--- src/hdl/icache_macros.svh ---
`ifndef ICACHE_MACROS_SVH
`define ICACHE_MACROS_SVH

// 4-way, 64 sets of 16-byte lines
`define ICACHE_WAYS        4
`define ICACHE_SETS        64
`define ICACHE_INDEX_BITS  6
`define ICACHE_OFFSET_BITS 4

// tag is address bits 31 to 10
`define ICACHE_TAG_BITS    22

`define ICACHE_LINE_BITS   128
`define ICACHE_INST_BITS   32
`define ICACHE_ADDR_BITS   32

`endif
--- src/hdl/icachePkg.sv ---
`default_nettype none

`include "icache_macros.svh"

package icachePkg;

    typedef logic [`ICACHE_ADDR_BITS-1:0] cacheAddrT;

    typedef logic [`ICACHE_TAG_BITS-1:0] cacheTagT;

    typedef logic [`ICACHE_INDEX_BITS-1:0] setIndexT;

    // word 0 sits in the lowest 32 bits
    typedef logic [`ICACHE_LINE_BITS-1:0] cacheLineT;

    typedef logic [`ICACHE_INST_BITS-1:0] instWordT;

    // one bit per way and one-hot when in use
    typedef logic [`ICACHE_WAYS-1:0] wayMaskT;

    // tree pLRU with bit 0 as the root
    typedef logic [2:0] plruBitsT;

    typedef enum logic [1:0] {
        lookupState,
        missWaitState,
        flushDrainState
    } refillStateT;

endpackage

`default_nettype wire

--- src/hdl/refillControl.sv ---
`timescale 1ns/100ps
`default_nettype none

module refillControl
    import icachePkg::*;
(
    input  logic clk,
    input  logic rst,
    input  logic flush,
    input  logic lookupValid,
    input  logic hit,
    input  logic memRespValid,
    output logic stallReq,
    output logic memReqValid,
    output logic deliver,
    output logic hitTouch,
    output logic fillEn
);

    refillStateT state;
    refillStateT nextState;

    always_ff @(posedge clk) begin
        if (rst) begin
            state <= lookupState;
        end else begin
            state <= nextState;
        end
    end

    always_comb begin
        nextState   = state;
        stallReq    = 1'b0;
        memReqValid = 1'b0;
        deliver     = 1'b0;
        hitTouch    = 1'b0;
        fillEn      = 1'b0;
        case (state)
            lookupState: begin
                if (lookupValid && hit) begin
                    hitTouch = 1'b1;
                    deliver  = !flush;
                end else if (lookupValid && !flush) begin
                    // single line request, then wait for memory
                    memReqValid = 1'b1;
                    stallReq    = 1'b1;
                    nextState   = missWaitState;
                end
            end
            missWaitState: begin
                stallReq = !memRespValid;
                if (memRespValid) begin
                    fillEn    = 1'b1;
                    deliver   = !flush;
                    nextState = lookupState;
                end else if (flush) begin
                    nextState = flushDrainState;
                end
            end
            flushDrainState: begin
                // the response is dropped and nothing is installed
                stallReq = !memRespValid;
                if (memRespValid) begin
                    nextState = lookupState;
                end
            end
            default: begin
                nextState = lookupState;
            end
        endcase
    end

    reqInLookup: assert property (@(posedge clk) disable iff (rst)
        memReqValid |-> state == lookupState)
        else $error("refillControl: request outside lookupState");

    reqSinglePulse: assert property (@(posedge clk) disable iff (rst)
        memReqValid |=> !memReqValid)
        else $error("refillControl: request held for two cycles");

endmodule

`default_nettype wire

--- config.mk ---
export PLATFORM = sky130hd
export DESIGN_NAME = refillControl
export DESIGN_NICKNAME = d
export VERILOG_FILES = /design/src/hdl/icachePkg.sv /design/src/hdl/refillControl.sv
export VERILOG_INCLUDE_DIRS = /design/src /design/src/hdl
export SDC_FILE = /design/constraint.sdc
export NUM_CORES = 1
export LEC_CHECK = 0
export BUFFER_PORTS_ARGS = -buffer_cell sky130_fd_sc_hd__buf_2
export CAP_MARGIN = 20
export CORE_AREA = 4 4 41 43
export DETAILED_ROUTE_END_ITERATION = 8
export DIE_AREA = 0 0 45 47
export PLACE_DENSITY = 0.47
export SLEW_MARGIN = 15
export SYNTH_ARGS = -nofsm -noshare
export SYNTH_HDL_FRONTEND = slang
export SYNTH_SLANG_ARGS = --single-unit
--- constraint.sdc ---
create_clock -name clk -period 1.5 [get_ports clk]
set_input_delay 0.3 -clock clk [delete_from_list [all_inputs] [get_ports clk]]
set_output_delay 0.3 -clock clk [all_outputs]
set_load 0.005 [all_outputs]
==> results of run 1 <==
==> critical path: stages (launching register included) <==
cell	delay, ns
dfxtp_2	0.32
buf_6	0.12
ha_4	0.15
and2_4	0.13
a21oi_2	0.09
nor2_1	0.04
buf_2	0.11
==> layout by cell type, fill, tap and decap left out <==
master / Yosys / final
dfxtp_2: 0 / 2
a21oi_2: 1 / 3
inv_4: 0 / 1
buf_6: 0 / 1
nor2_1: 4 / 4
and3_4: 0 / 2
nor2_2: 1 / 1
nand2b_1: 2 / 2
clkbuf_4: 0 / 3
buf_2: 0 / 10
a21boi_2: 1 / 1
inv_1: 5 / 3
nand2b_4: 1 / 1
nor3_1: 1 / 1
mux2_4: 1 / 1
ha_4: 0 / 2
mux2i_1: 1 / 1
buf_4: 0 / 5
ha_1: 5 / 3
and2_4: 0 / 1
inv_2: 0 / 1
==> report_power, final <==
group          leakage [nW]  internal [W]  switching, W  total (W)
combinational         0.183      0.000187      0.000133   0.000320
clock                0.0138     0.0000882     0.0000299   0.000118
sequential           0.0172     0.0000692     0.0000129  0.0000821
total                 0.214      0.000345      0.000175   0.000520
==> stage by stage <==
stage	area (um2)	setup TNS, ns	util	std cells	total power, W
after floorplan	248	0	-	30	0.000219
after global placement	324	0	0.249	56	0.000286
after detailed placement	324	0	0.249	56	0.000289
after CTS	438	0	0.337	64	0.000529
after global routing	438	-0.145	0.337	64	0.000578
final	438	0	0.337	64	0.000520
==> synth_stat cells <==
cell / count / area [um2]
ha_1: 5 / 62.6
inv_1: 5 / 18.8
nor2_1: 4 / 15.0
a21oi_1: 2 / 10.0
and3_1: 2 / 12.5
dfxtp_1: 2 / 40.0
nand2b_1: 2 / 12.5
a21boi_2: 1 / 11.3
a21oi_2: 1 / 8.76
and2_1: 1 / 6.26
mux2_4: 1 / 15.0
mux2i_1: 1 / 10.0
nand2b_4: 1 / 13.8
nor2_2: 1 / 6.26
nor3_1: 1 / 5.00
==> what timing repair did <==
| item | in CTS | in global routing |
|---|---|---|
| buffers inserted | 5 | 0 |
| pin swaps | 7 | 0 |
| gates cloned | 0 | 0 |
| setup endpoints to repair | 5 | 2 |
| resized for setup | 15 | 0 |
==> how the worst min path moves through the flow <==
stage          endpoint  cells past startpoint
5_1_grt        state[0]                      3
3_5_place_dp   state[0]                      2
3_3_place_gp   state[0]                      2
2_1_floorplan  state[0]                      2
4_1_cts        state[0]                      3
6_report       state[0]                      3
==> per-layer routing <==
layer,track usage,wire length (um)
met1,0.0724,248
met2,0.119,275
met3,0.0345,37
met4,0.0526,0
met5,0,0
==> final cells by class <==
cell class | count | area [um2] | share of cell area
multi-input combinational | 23 | 234 | 0.534
timing repair buffer | 16 | 98.8 | 0.226
clock buffer | 3 | 22.5 | 0.0514
tap | 15 | 18.8 | 0.0429
inverter | 5 | 21.3 | 0.0486
sequential | 2 | 42.5 | 0.0971
==> cells by family (layout without fill, tap and decap cells) <==
family | Yosys count | in the layout | share of synthesized area
mux | 2 | 2 | 0.101
fa+ha+maj | 5 | 5 | 0.253
simple gates | 12 | 12 | 0.288
flops | 2 | 2 | 0.162
buf+inv | 5 | 24 | 0.0758
compound gates | 4 | 4 | 0.121
==> metrics.cfg, run 1 <==
[power_and_ir_drop]
vdd_drop_max_uv=523
p_per_area_nw_per_um2=1190
p_leak_nw=0.214

[setup_path]
crit_required_ns=1.20
worst_setup_path_start_kind=flip-flop
worstSetupEndpoint=deliver
crit_start=state[0]
worstPathArrival_ns=1.20
r2r_start=state[0]
path_class=reg2out
r2r_cells=7
r2r_slack_ns=0.07
critPathMaxFanout=3
regToRegEndpoint=state[1]
cp-end-kind=output port

[floorplan]
die_y_um=47
coreArea_um2=1300
die_x_um=45
num_rows=13
io_pins=11
start_util=0.190
die_area_um2=2120

[clock_network]
clockRootBuffer=clkbuf_4
clk_latency_ns=0.22
cts.reportedPaths.clkPinSlew_ns=0.03
cts_buffers=3
cts_tree=built
cts_buffer_depth=2
cts.sinks=2
htreeDepth=1
hold_buffers=0

[sta]
hold_viol_final=0
finalCriticalPeriod_ns=1.50
worstMarginPinSlew_ns=0.165
timing.final.crit_share=0.997
max-slew-margin-rel=0.890
rsz0062_at_grt=true
fmax_ghz=0.669
fin_ws_ns=0.00485
setup_violations=0
holdWs_ns=0.388
drv_slew=0
fin_worst_skew_ns=0.00468

[detailed_routing]
drcViolationCount=0
viasPerCell=3.91
dr_total_vias=250
ant_nets=0
wire_per_inst_um=8.77
drtIter0Drc=3
dr.pass1.iters=4
finalWirelength_um=561

[placement]
dpl_worst_slack_ns=0.0528
dp_hpwl_um=425
io_buffers=10
routabilityCongestion=0.688

[logic_synthesis]
syn_area_um2=248
ys_ff_latch=2
yosysSeqAreaShare=0.162
ys_types=15
synth_nets=41
synth_warnings=0
syn_inst=30
avgSynthCellArea_um2=8.26

[finish]
layout.nets=62
top_regs=state x2
nFillCells=144
largest_register=state
largest_reg_flops=2
diodes=0
area_growth_pct=76.8
drive_above_1_share=0.714

[global_route]
overflow=0
grt_max_degree=5
track_usage=0.0726
grt_pass1_vias=295
antenna_found_initial=0
grt_pass1_wl_um=1080

[outcome]
outcome=finished clean

[worst_hold_path]
hold_path_class=in2reg
hp-start=rst

[flow_run]
max-cap-violations=0

Note: power is estimated with default switching activity, not from simulation.
==> run 2: changes to the inputs <==
PLACE_DENSITY = not set   (was 0.47)
PLACE_DENSITY_LB_ADDON = 0.05   (was not set)
clock period = 1.4 ns   (was 1.5 ns; I/O delays follow)
==> run 2 against run 1 <==
  * First-iteration DRC count decreased by 100%
  * The run now ends with setup timing left
  * Routed wire length rose by 19%
  * Flip-flop and latch count is the same
==> metrics.cfg, run 2 (same netlist as run 1, synthesis figures left out) <==
[detailed_routing]
ant_nets=0
dr.pass1.iters=1
finalWirelength_um=670
viasPerCell=4.00
drcViolationCount=0
drtIter0Drc=0
wire_per_inst_um=10.3
dr_total_vias=260

[clock_network]
clk_latency_ns=0.22
hold_buffers=0
cts_tree=built
cts_buffer_depth=2
htreeDepth=1
cts_buffers=3
cts.sinks=2
clockRootBuffer=clkbuf_4
cts.reportedPaths.clkPinSlew_ns=0.03

[floorplan]
start_util=0.190
die_y_um=47
die_x_um=45
num_rows=13
coreArea_um2=1300
die_area_um2=2120
io_pins=11

[placement]
routabilityCongestion=0.772
dp_hpwl_um=546
post_dp_cell_area_um2=354
io_buffers=10

[setup_path]
path_class=reg2out
crit_start=state[0]
cpMaxStageDelayCell=dfxtp_4
crit_required_ns=1.12
cp_top_family=flip-flops
r2r_cells=7
r2r_start=state[0]
crit_path_max_incr_delay_ns=0.37
cp-end-kind=output port
worstPathBufferInverterCount=2
worst_setup_path_start_kind=flip-flop
worstPathArrival_ns=1.20
critical_path_depth=6
critPathMaxFanout=4
crit_chain=inv_4, ha_4, and3_4, a21oi_2, nor2_1, buf_2

[global_route]
track_usage=0.0732
overflow=0
grt_pass1_vias=293
grt_max_degree=5
grt_pass1_wl_um=1100
antenna_found_initial=0

[worst_hold_path]
hold_path_class=in2reg
min_path_cells=3
hp-start=rst

[sta]
rsz0062_at_grt=true
max-slew-margin-rel=0.885
fin_worst_skew_ns=0.00135
timing.final.crit_share=1.06
setup_violations=2
worstMarginPinSlew_ns=0.171
fmax_ghz=0.674
fin_ws_ns=-0.0828
drv_slew=0
tns_ns=-0.157
hold_viol_final=0
finalCriticalPeriod_ns=1.48

[flow_run]
max-cap-violations=0

[power_and_ir_drop]
power_w=0.000604
p_per_area_nw_per_um2=1300
p_leak_nw=0.220
vdd_drop_max_uv=477

[outcome]
outcome=finished with violations
violations=setup timing

[finish]
layout_commonest_cell=buf_2
largest_reg_flops=2
area_growth_pct=86.9
layout.nets=63
final_cell_area_um2=463
top_regs=state x2
drive_above_1_share=0.760
largest_register=state
diodes=0
final_cell_mix=10 x buf_2, 6 x buf_4, 4 x nor2_1

## run 2: worst register-to-register path, stage by stage, from the launching register on
cell and delay (ns):
dfxtp_4 0.37, inv_4 0.05, buf_4 0.14, ha_4 0.15, inv_2 0.04, a21oi_2 0.04
nor2_2 0.12, mux2_4 0.31
## run 2: power breakdown
group / switching, W / internal [W]
Combinational: 0.000157 / 0.000224
Sequential: 0.0000240 / 0.0000783
Clock: 0.0000264 / 0.0000940
## run 2: worst paths after layout
path	end	slack (ns)
setup reg to reg	state[1]	0.06
hold / removal	state[0]	0.37
hold reg to reg	state[0]	0.53
setup / recovery	stallReq	-0.08
## run 2: metrics by stage
| stage | std cells | worst slack (ns) | hold WS, ns | utilization |
|---|---|---|---|---|
| final | 65 | -0.0828 | 0.369 | 0.356 |
| after global routing | 65 | -0.156 | 0.397 | 0.356 |
| after CTS | 65 | -0.0881 | 0.359 | 0.345 |
| after global placement | 60 | -0.0220 | 0.510 | 0.272 |
| after detailed placement | 60 | -0.0662 | 0.509 | 0.272 |
| after floorplan | 30 | 0.0743 | 0.460 | - |
## run 2: area by class of cell
| type | count | area, um2 |
|---|---|---|
| Inverter | 5 | 23.8 |
| Multi-Input combinational cell | 23 | 246 |
| Fill cell | 143 | 838 |
| Clock buffer | 3 | 22.5 |
| Timing Repair Buffer | 17 | 106 |
| Sequential cell | 2 | 45.0 |
| Tap cell | 15 | 18.8 |
## run 2: per-layer routing
metal  part of all wire  global-route usage  up-vias
li1                   -                   -      138
met1               0.41              0.0676      113
met2               0.51               0.144        9
met3              0.081              0.0115        0
met4                  0              0.0526        0
met5                  0                   0        -
## run 2: repair_timing
item,4_1_cts,5_1_grt
pin swaps,5,0
buffers inserted,2,0
endpoints found under the setup margin,6,3
resized for setup,17,3
