==> src/hdl/icache_macros.svh <==
`ifndef ICACHE_MACROS_SVH
`define ICACHE_MACROS_SVH

// 4-way, 64 sets of 16-byte lines
`define ICACHE_WAYS        4
`define ICACHE_SETS        64
`define ICACHE_INDEX_BITS  6
`define ICACHE_OFFSET_BITS 4

// tag is address bits 31 to 10
`define ICACHE_TAG_BITS    22

`define ICACHE_LINE_BITS   128
`define ICACHE_INST_BITS   32
`define ICACHE_ADDR_BITS   32

`endif
==> src/hdl/icachePkg.sv <==
`default_nettype none

`include "icache_macros.svh"

package icachePkg;

    typedef logic [`ICACHE_ADDR_BITS-1:0] cacheAddrT;

    typedef logic [`ICACHE_TAG_BITS-1:0] cacheTagT;

    typedef logic [`ICACHE_INDEX_BITS-1:0] setIndexT;

    // word 0 sits in the lowest 32 bits
    typedef logic [`ICACHE_LINE_BITS-1:0] cacheLineT;

    typedef logic [`ICACHE_INST_BITS-1:0] instWordT;

    // one bit per way and one-hot when in use
    typedef logic [`ICACHE_WAYS-1:0] wayMaskT;

    // tree pLRU with bit 0 as the root
    typedef logic [2:0] plruBitsT;

    typedef enum logic [1:0] {
        lookupState,
        missWaitState,
        flushDrainState
    } refillStateT;

endpackage

`default_nettype wire

==> src/hdl/plruTracker.sv <==
`timescale 1ns/100ps
`default_nettype none

`include "icache_macros.svh"

module plruTracker
    import icachePkg::*;
(
    input  logic     clk,
    input  logic     rst,
    input  setIndexT lookupSet,
    input  logic     hitTouch,
    input  wayMaskT  hitWay,
    input  logic     fillEn,
    output wayMaskT  victimWay
);

    plruBitsT plruBits [`ICACHE_SETS];
    plruBitsT setBits;

    // mark a way as most recently used
    function automatic plruBitsT touchWay(plruBitsT bits, wayMaskT way);
        plruBitsT nextBits;
        nextBits = bits;
        if (way[0] || way[1]) begin
            nextBits[0] = 1'b0;
            nextBits[1] = way[1];
        end else begin
            nextBits[0] = 1'b1;
            nextBits[2] = way[3];
        end
        return nextBits;
    endfunction

    assign setBits = plruBits[lookupSet];

    // evict from the pair that was not used last
    always_comb begin
        if (setBits[0]) begin
            victimWay = setBits[1] ? wayMaskT'(4'b0001) : wayMaskT'(4'b0010);
        end else begin
            victimWay = setBits[2] ? wayMaskT'(4'b0100) : wayMaskT'(4'b1000);
        end
    end

    always_ff @(posedge clk) begin
        if (rst) begin
            for (int s = 0; s < `ICACHE_SETS; s++) begin
                plruBits[s] <= '0;
            end
        end else if (fillEn) begin
            plruBits[lookupSet] <= touchWay(setBits, victimWay);
        end else if (hitTouch) begin
            plruBits[lookupSet] <= touchWay(setBits, hitWay);
        end
    end

    victimOneHot: assert property (@(posedge clk) disable iff (rst) $onehot(victimWay))
        else $error("plruTracker: victim %b is not one-hot", victimWay);

endmodule

`default_nettype wire

==> config.mk <==
export PLATFORM = sky130hd
export DESIGN_NAME = plruTracker
export DESIGN_NICKNAME = d
export VERILOG_FILES = /design/src/hdl/icachePkg.sv /design/src/hdl/plruTracker.sv
export VERILOG_INCLUDE_DIRS = /design/src /design/src/hdl
export SDC_FILE = /design/constraint.sdc
export NUM_CORES = 1
export LEC_CHECK = 0
export BUFFER_PORTS_ARGS = -buffer_cell sky130_fd_sc_hd__buf_2
export CELL_PAD_IN_SITES_DETAIL_PLACEMENT = 1
export CELL_PAD_IN_SITES_GLOBAL_PLACEMENT = 2
export CORE_MARGIN = 2
export CORE_UTILIZATION = 41
export CTS_BUF_LIST = sky130_fd_sc_hd__clkbuf_4 sky130_fd_sc_hd__clkbuf_8
export CTS_CLUSTER_DIAMETER = 30
export DETAILED_ROUTE_END_ITERATION = 10
export GPL_ROUTABILITY_DRIVEN = 1
export HOLD_SLACK_MARGIN = 0.08
export PLACE_DENSITY = 0.86
export SLEW_MARGIN = 30
export SYNTH_ARGS = -nofsm -noshare
export SYNTH_HDL_FRONTEND = slang
export SYNTH_SLANG_ARGS = --single-unit
==> constraint.sdc <==
create_clock -name clk -period 3.4 [get_ports clk]
set_input_delay 0.34 -clock clk [delete_from_list [all_inputs] [get_ports clk]]
set_output_delay 0.34 -clock clk [all_outputs]
set_load 0.02 [all_outputs]
==> results of run 1 <==
[final timing paths]
kind	cells past startpoint	slack, ns	startpoint	to
max	13	0.06	plruBits[30][2]	plruBits[41][2]
min reg2reg	5	1.30	plruBits[4][2]	plruBits[34][2]
max reg2reg	13	0.06	plruBits[30][2]	plruBits[41][2]
min	5	0.59	lookupSet[5]	plruBits[47][0]
[cells in the final DEF (no fill, tap or decap), types with 8 or more instances in the layout]
master and instances:
edfxtp_1 192, buf_4 96, nand2_1 77, nor3_1 74, nand2b_1 70, a211oi_1 64, a21oi_2 60, mux2i_1 27
clkbuf_8 17, nor2_1 15, o22ai_1 15, buf_2 15, buf_12 15, a221oi_1 13, a21oi_1 12, mux4_2 12
inv_1 10, nand3_1 10, nor2b_1 8
[cells by family after synthesis]
logic type               count (synthesis)  synth area share [%]
AO/OA/AOI/OAI                          217                 16.48
AND/OR/NAND/NOR                        290                 14.82
flip-flops                             192                 55.89
multiplexers                            50                 6.477
buffers and inverters                   98                 5.846
adder cells (fa/ha/maj)                  4                0.4852
[worst max-delay path: stages, from the launching register on]
cell and delay [ns]:
edfxtp_1 0.41, mux4_2 0.50, a221oi_2 0.30, nor2_2 0.11, a211oi_4 0.32, and3_4 0.26, ha_4 0.13, nor2_1 0.04
a31oi_1 0.19, nand2_1 0.13, nor3_4 0.21, buf_12 0.19, clkbuf_16 0.20, a211oi_1 0.10
[per-layer routing]
| layer | share of wire [%] | routed length [um] |
|---|---|---|
| met5 | 0 | 0 |
| met4 | 2.7 | 915 |
| met3 | 6.5 | 2206 |
| met2 | 50 | 16800 |
| met1 | 41 | 13870 |
[final cells by class]
class	instances	area [um2]	area share, %
inverters	11	41.29	0.3475
well taps	330	412.9	3.475
repair buffers	132	1221	10.28
clock inverters	15	172.7	1.453
multi-input cells	561	4034	33.95
flip-flops and latches	192	5766	48.53
clock buffers	17	234.0	1.969
[repair_timing]
item	CTS	global route
setup buffers	0	1
endpoints found under the hold margin	0	0
gates cloned	0	4
pin swaps	0	6
resized for setup	1	10
setup endpoints to repair	1	65
[through the flow]
step	setup TNS [ns]	area (um2)
2_1_floorplan	0	10330
3_3_place_gp	-3.003	11300
3_5_place_dp	-14.61	11300
4_1_cts	0	11710
5_1_grt	-1.119	11880
6_report	0	11880
[where the power goes]
group	internal, mW	switching, mW
clock network	0.620	0.949
logic	0.417	0.788
registers	2.68	0.0341
total	3.72	1.77
==> metrics.txt, run 1 <==
Vias 7899; dominant cell type by area after synthesis edfxtp_1; leak pwr 4.150 nW; post-layout worst setup margin 0.06077 ns; drt total wl 33790 um; met2 global-route usage 42.26%; minimum clock period 3.339 ns; Slew Viols, Final 0; Final period util 98.21%; final-report hold violation count 0; post-synthesis sequential area ratio 55.89%; TritonCTS Buffers 17; GRT met3 Usage 4.125%; RSZ-0062 raised after global routing true; Non-Filler Instances 1258; Initial Util 41.32%; CTS tree done; H-tree depth 4; Syn Inst Count 851; Skew-Pair Late Insertion Delay 0.49 ns; post-place setup slack -0.2311 ns; Top Registers plruBits x192; DR DRC count 0; Fmax achieved 299.5 MHz; GR Overflow Total 0; critical path capture point type flip-flop; Vias per Instance 6.279; Total Power 5.489 mW; Setup Crit Path Kind reg -> reg; skew final 0.01701 ns; Core ar. 0.02496 mm2; Critical Path RT 3.62 ns; first-pass GRT wire length 50060 um; post-route ant nets 0; status completed; Yosys top cell area share 55.89%; Nets 933; initial antenna violation count 0; CP arrival 3.56 ns; max cap viols 0; post-DR wirelength/cell 26.86 um; layout cell share with drive strength beyond 1 28.23%; clk root buf clkbuf_8; synth warn 0; number of register bits inferred by synthesis 192; Rows 58; largest buffer count on any clock path 2; gpl congestion 0.8740; Post-CTS Hold Buffers 0; asr flop ratio synth 0%; dominant synthesized flop cell edfxtp_1; Worst IR Drop VDD 0.2821 mV; drt initial violations 799; global-route usage over all layers 25.52%; fill count 2633; n_diodes 0; met1 Use GR 34.52%; top cells by count, synth edfxtp_1 (192), nand2_1 (78), nor3_1 (75); most frequent cell after synthesis edfxtp_1; largest net degree at the start of global routing 66; Clk pin slew, worst setup/hold paths 0.11 ns; vias in the first global route 7832; hold_ws 0.5893 ns; Util after Layout 47.59%; syn_nets 869; synthesized cell area 0.01032 mm2; I/O pin total 18; CP Launch Type flip-flop; HPWL after DPL 22140 um; worst hold-check path type in -> reg; Tightest Pin Transition 0.7405 ns; slew margin rel. 50.63%; Post-synth EDFFs 192; number of flip-flops in the largest register 192; layout overhead on the synthesized area 15.17%; clk sink count 192; die area 0.02645 mm2; grt peak-use layer met2; Largest Register plruBits; average cell area after synthesis 12.12 um2; DIE HEIGHT 162.6 um; power density over the cells 461.9 mW/mm2; number of buffers added on ports 16; top post-synthesis cells by area edfxtp_1 (56%), a21oi_2 (5.1%), a211oi_1 (4.7%), nand2b_1 (4.2%), nor3_1 (3.6%); setup violators final 0; CP Max Fanout 13; placed instance count 1221; Die W 162.6 um; Synth cell types 62; drt pass-1 iters 7
(Power assumes the default switching activity.)
==> inputs of run 2 (changes only) <==
--- a/config.mk
+++ b/config.mk
@@ -6,7 +6,7 @@
 export SDC_FILE = /design/constraint.sdc
 export NUM_CORES = 1
 export LEC_CHECK = 0
-export BUFFER_PORTS_ARGS = -buffer_cell sky130_fd_sc_hd__buf_2
+export BUFFER_PORTS_ARGS = -buffer_cell sky130_fd_sc_hd__buf_4
 export CELL_PAD_IN_SITES_DETAIL_PLACEMENT = 1
 export CELL_PAD_IN_SITES_GLOBAL_PLACEMENT = 2
 export CORE_MARGIN = 2
==> run 2 against run 1 <==
Effect of this change: die area unchanged; final area about the same; final cell count unchanged; largest cell class unchanged; worst setup slack improved by 0.0049 ns; sequential power about the same; critical endpoint is now plruBits[36][2]; global-route usage decreased by 0.46 points; non-clock buffer count unchanged; worst hold slack got worse by 0.051 ns; clock power about the same; combinational power about the same.
==> metrics.txt, run 2 (synthesis gave the netlist of run 1 again) <==
Clock power frac 28.6% (about the same); skew final 0.02509 ns (+0.008084 ns); first-pass GRT wire length 49270 um (-1.6%); crit-path max cell delay 0.50 ns (about the same); Slowest-stage cell, CP mux4_2; Critical Path RT 3.59 ns (-0.03 ns); largest buffer count on any clock path 2 (unchanged); final-report hold violation count 0 (unchanged); largest delay contributor family on the critical path compound AO/OA/AOI/OAI gates; layout overhead on the synthesized area 15.06% (about the same); r2r setup slk 0.07 ns (about the same); commonest non-fill, non-tap cell in the layout edfxtp_1; critical path capture point type flip-flop; H-tree depth 4 (unchanged); Largest Register plruBits; drt initial violations 857 (+7.3%); gpl congestion 0.8931 (+2.2%); CP arrival 3.53 ns (-0.03 ns); R2R Path Start plruBits[28][2]; Tightest Pin Transition 0.8987 ns (+0.1582 ns); Core ar. 0.02496 mm2 (unchanged); n_diodes 0 (unchanged); crit-path cells mux4_2 > a221oi_2 > nor2_1 > a211oi_4 > and3_1 > ha_1 > nor2_1 > a31oi_1 > nand2_1 > nor3_4 > buf_12 > clkbuf_16 > a211oi_1; CP Launch Type flip-flop; Worst Setup SP plruBits[28][2]; status completed; largest net degree at the start of global routing 66 (unchanged); CP Depth 13 (unchanged); post-layout worst setup margin 0.06566 ns (+0.004890 ns); worst setup path end plruBits[36][2]; combinational share of power 21.7% (-0.3 points); CP Max Fanout 12 (-1); post-DR wirelength/cell 26.17 um (-2.6%); Clk pin slew, worst setup/hold paths 0.11 ns (about the same); DIE HEIGHT 162.6 um (unchanged); Post-DP Area 0.01135 mm2 (+0.40%); TritonCTS Buffers 17 (unchanged); I/O pin total 18 (unchanged); global-route usage over all layers 25.06% (-0.46 points); Nets 933 (unchanged); leak pwr 4.155 nW (+0.11%); power density over the cells 459.0 mW/mm2 (-0.63%); fin area 0.01187 mm2 (about the same); Skew-Pair Late Insertion Delay 0.49 ns (about the same); Pint 3.701 mW (-0.45%); number of flip-flops in the largest register 192 (unchanged); CTS tree done; initial antenna violation count 0 (unchanged); layout cell share with drive strength beyond 1 27.80% (-0.43 points); CP Buf/Inv Count 2 (unchanged); sw frac 32.07% (-0.19 points); Top Registers plruBits x192; Rows 58 (unchanged); sequential cell area 0.005766 mm2 (unchanged); worst r2r path cells 13 (unchanged); setup violators final 0 (unchanged); drt pass-1 iters 5 (-2); minimum clock period 3.334 ns (-0.004890 ns); clk root buf clkbuf_8; area occupied by multi-input gates 0.004004 mm2 (-0.74%); post-route ant nets 0 (unchanged); Psw 1.747 mW (-1.3%); Setup Crit Path Kind reg -> reg; max cap viols 0 (unchanged); slew margin rel. 40.09% (-11 points); die area 0.02645 mm2 (unchanged); HPWL after DPL 21740 um (-1.8%); clk sink count 192 (unchanged); Crit path top cell by count nor2_1; number of buffers added on ports 16 (unchanged); post-place setup slack -0.2804 ns (-0.04936 ns); vias in the first global route 7952 (+1.5%); Worst IR Drop VDD 0.2332 mV (-17%); Slew Viols, Final 0 (unchanged); Post-CTS Hold Buffers 0 (unchanged); Total Power 5.449 mW (-0.73%); DR DRC count 0 (unchanged); Initial Util 41.32% (unchanged); R2R Path End plruBits[36][2]; Vias per Instance 6.188 (-1.4%); fill count 2631 (-0.076%); worst hold-check path type in -> reg; Die W 162.6 um (unchanged); most frequent cells in the layout edfxtp_1 (192), buf_4 (112), nand2_1 (77); Fmax achieved 299.9 MHz (+0.15%); drt total wl 32920 um (-2.6%); Flop pwr share 49.8% (+0.3 points); Final period util 98.07% (-0.14 points); GR Overflow Total 0 (unchanged); Vias 7785 (-1.4%)
==> run 2: changes by cell type in the layout (fill, tap and decap cells not counted), sizes merged <==
cell | before | now
clkinv | 5 | 7
clkbuf | 20 | 19
buf | 129 | 130
inv | 18 | 17
clkinvlp | 2 | 1
==> run 2: cell type report <==
cell class / count / area share (%)
Sequential cell: 192 / 48.57
Multi-Input combinational cell: 561 / 33.73
Timing Repair Buffer: 132 / 10.46
Tap cell: 330 / 3.478
Clock buffer: 17 / 1.971
Clock inverter: 15 / 1.444
Inverter: 11 / 0.3478
==> run 2: worst register-to-register path: cells and delay by family (launching register included) <==
family / cells / cell delay [ns]
mux: 1 / 0.50
fa+ha+maj: 1 / 0.14
compound gates: 4 / 0.89
simple gates: 5 / 0.77
buf+inv: 2 / 0.37
flops: 1 / 0.39
==> run 2: worst min path at each step <==
stage	from	to	slack [ns]	depth (start not counted)
finish	lookupSet[4]	plruBits[41][0]	0.54	4
floorplan	lookupSet[4]	plruBits[32][0]	0.73	3
CTS	lookupSet[4]	plruBits[40][0]	0.53	4
detailed placement	lookupSet[4]	plruBits[40][0]	1.04	4
global route	lookupSet[4]	plruBits[47][0]	0.58	4
global placement	lookupSet[4]	plruBits[8][0]	1.00	4
==> run 2: per-stage QoR <==
step	cells	TNS (ns)	hold WS, ns	util, %
after floorplan	851	0	0.7264	-
final	1258	0	0.5385	47.55
after CTS	1254	0	0.5251	47.08
after detailed placement	1222	-20.19	1.040	45.45
after global placement	1222	-9.490	1.003	45.45
after global routing	1258	-3.995	0.5810	47.55
==> run 2: power by group through the flow <==
stage | registers [mW] | clock network, mW | logic [mW]
floorplan | 2.75 | 0 | 0.634
global placement | 2.76 | 0 | 1.04
global route | 2.72 | 1.64 | 1.23
CTS | 2.71 | 1.56 | 1.06
finish | 2.71 | 1.56 | 1.18
detailed placement | 2.77 | 0 | 1.06
==> run 2: timing repair <==
action | in CTS | in global routing
setup buffers | 0 | 1
setup endpoints to repair | 0 | 49
gates resized for setup | 0 | 6
==> run 2: layer usage <==
metal | part of all wire, % | routed length (um) | track usage (%) | up-vias
met3 | 6.2 | 2025 | 2.521 | 69
met2 | 49 | 16090 | 41.51 | 333
met1 | 42 | 13810 | 34.52 | 3989
met5 | 0 | 0 | 0 | -
met4 | 3.0 | 998 | 8.850 | 0
li1 | - | - | - | 3394
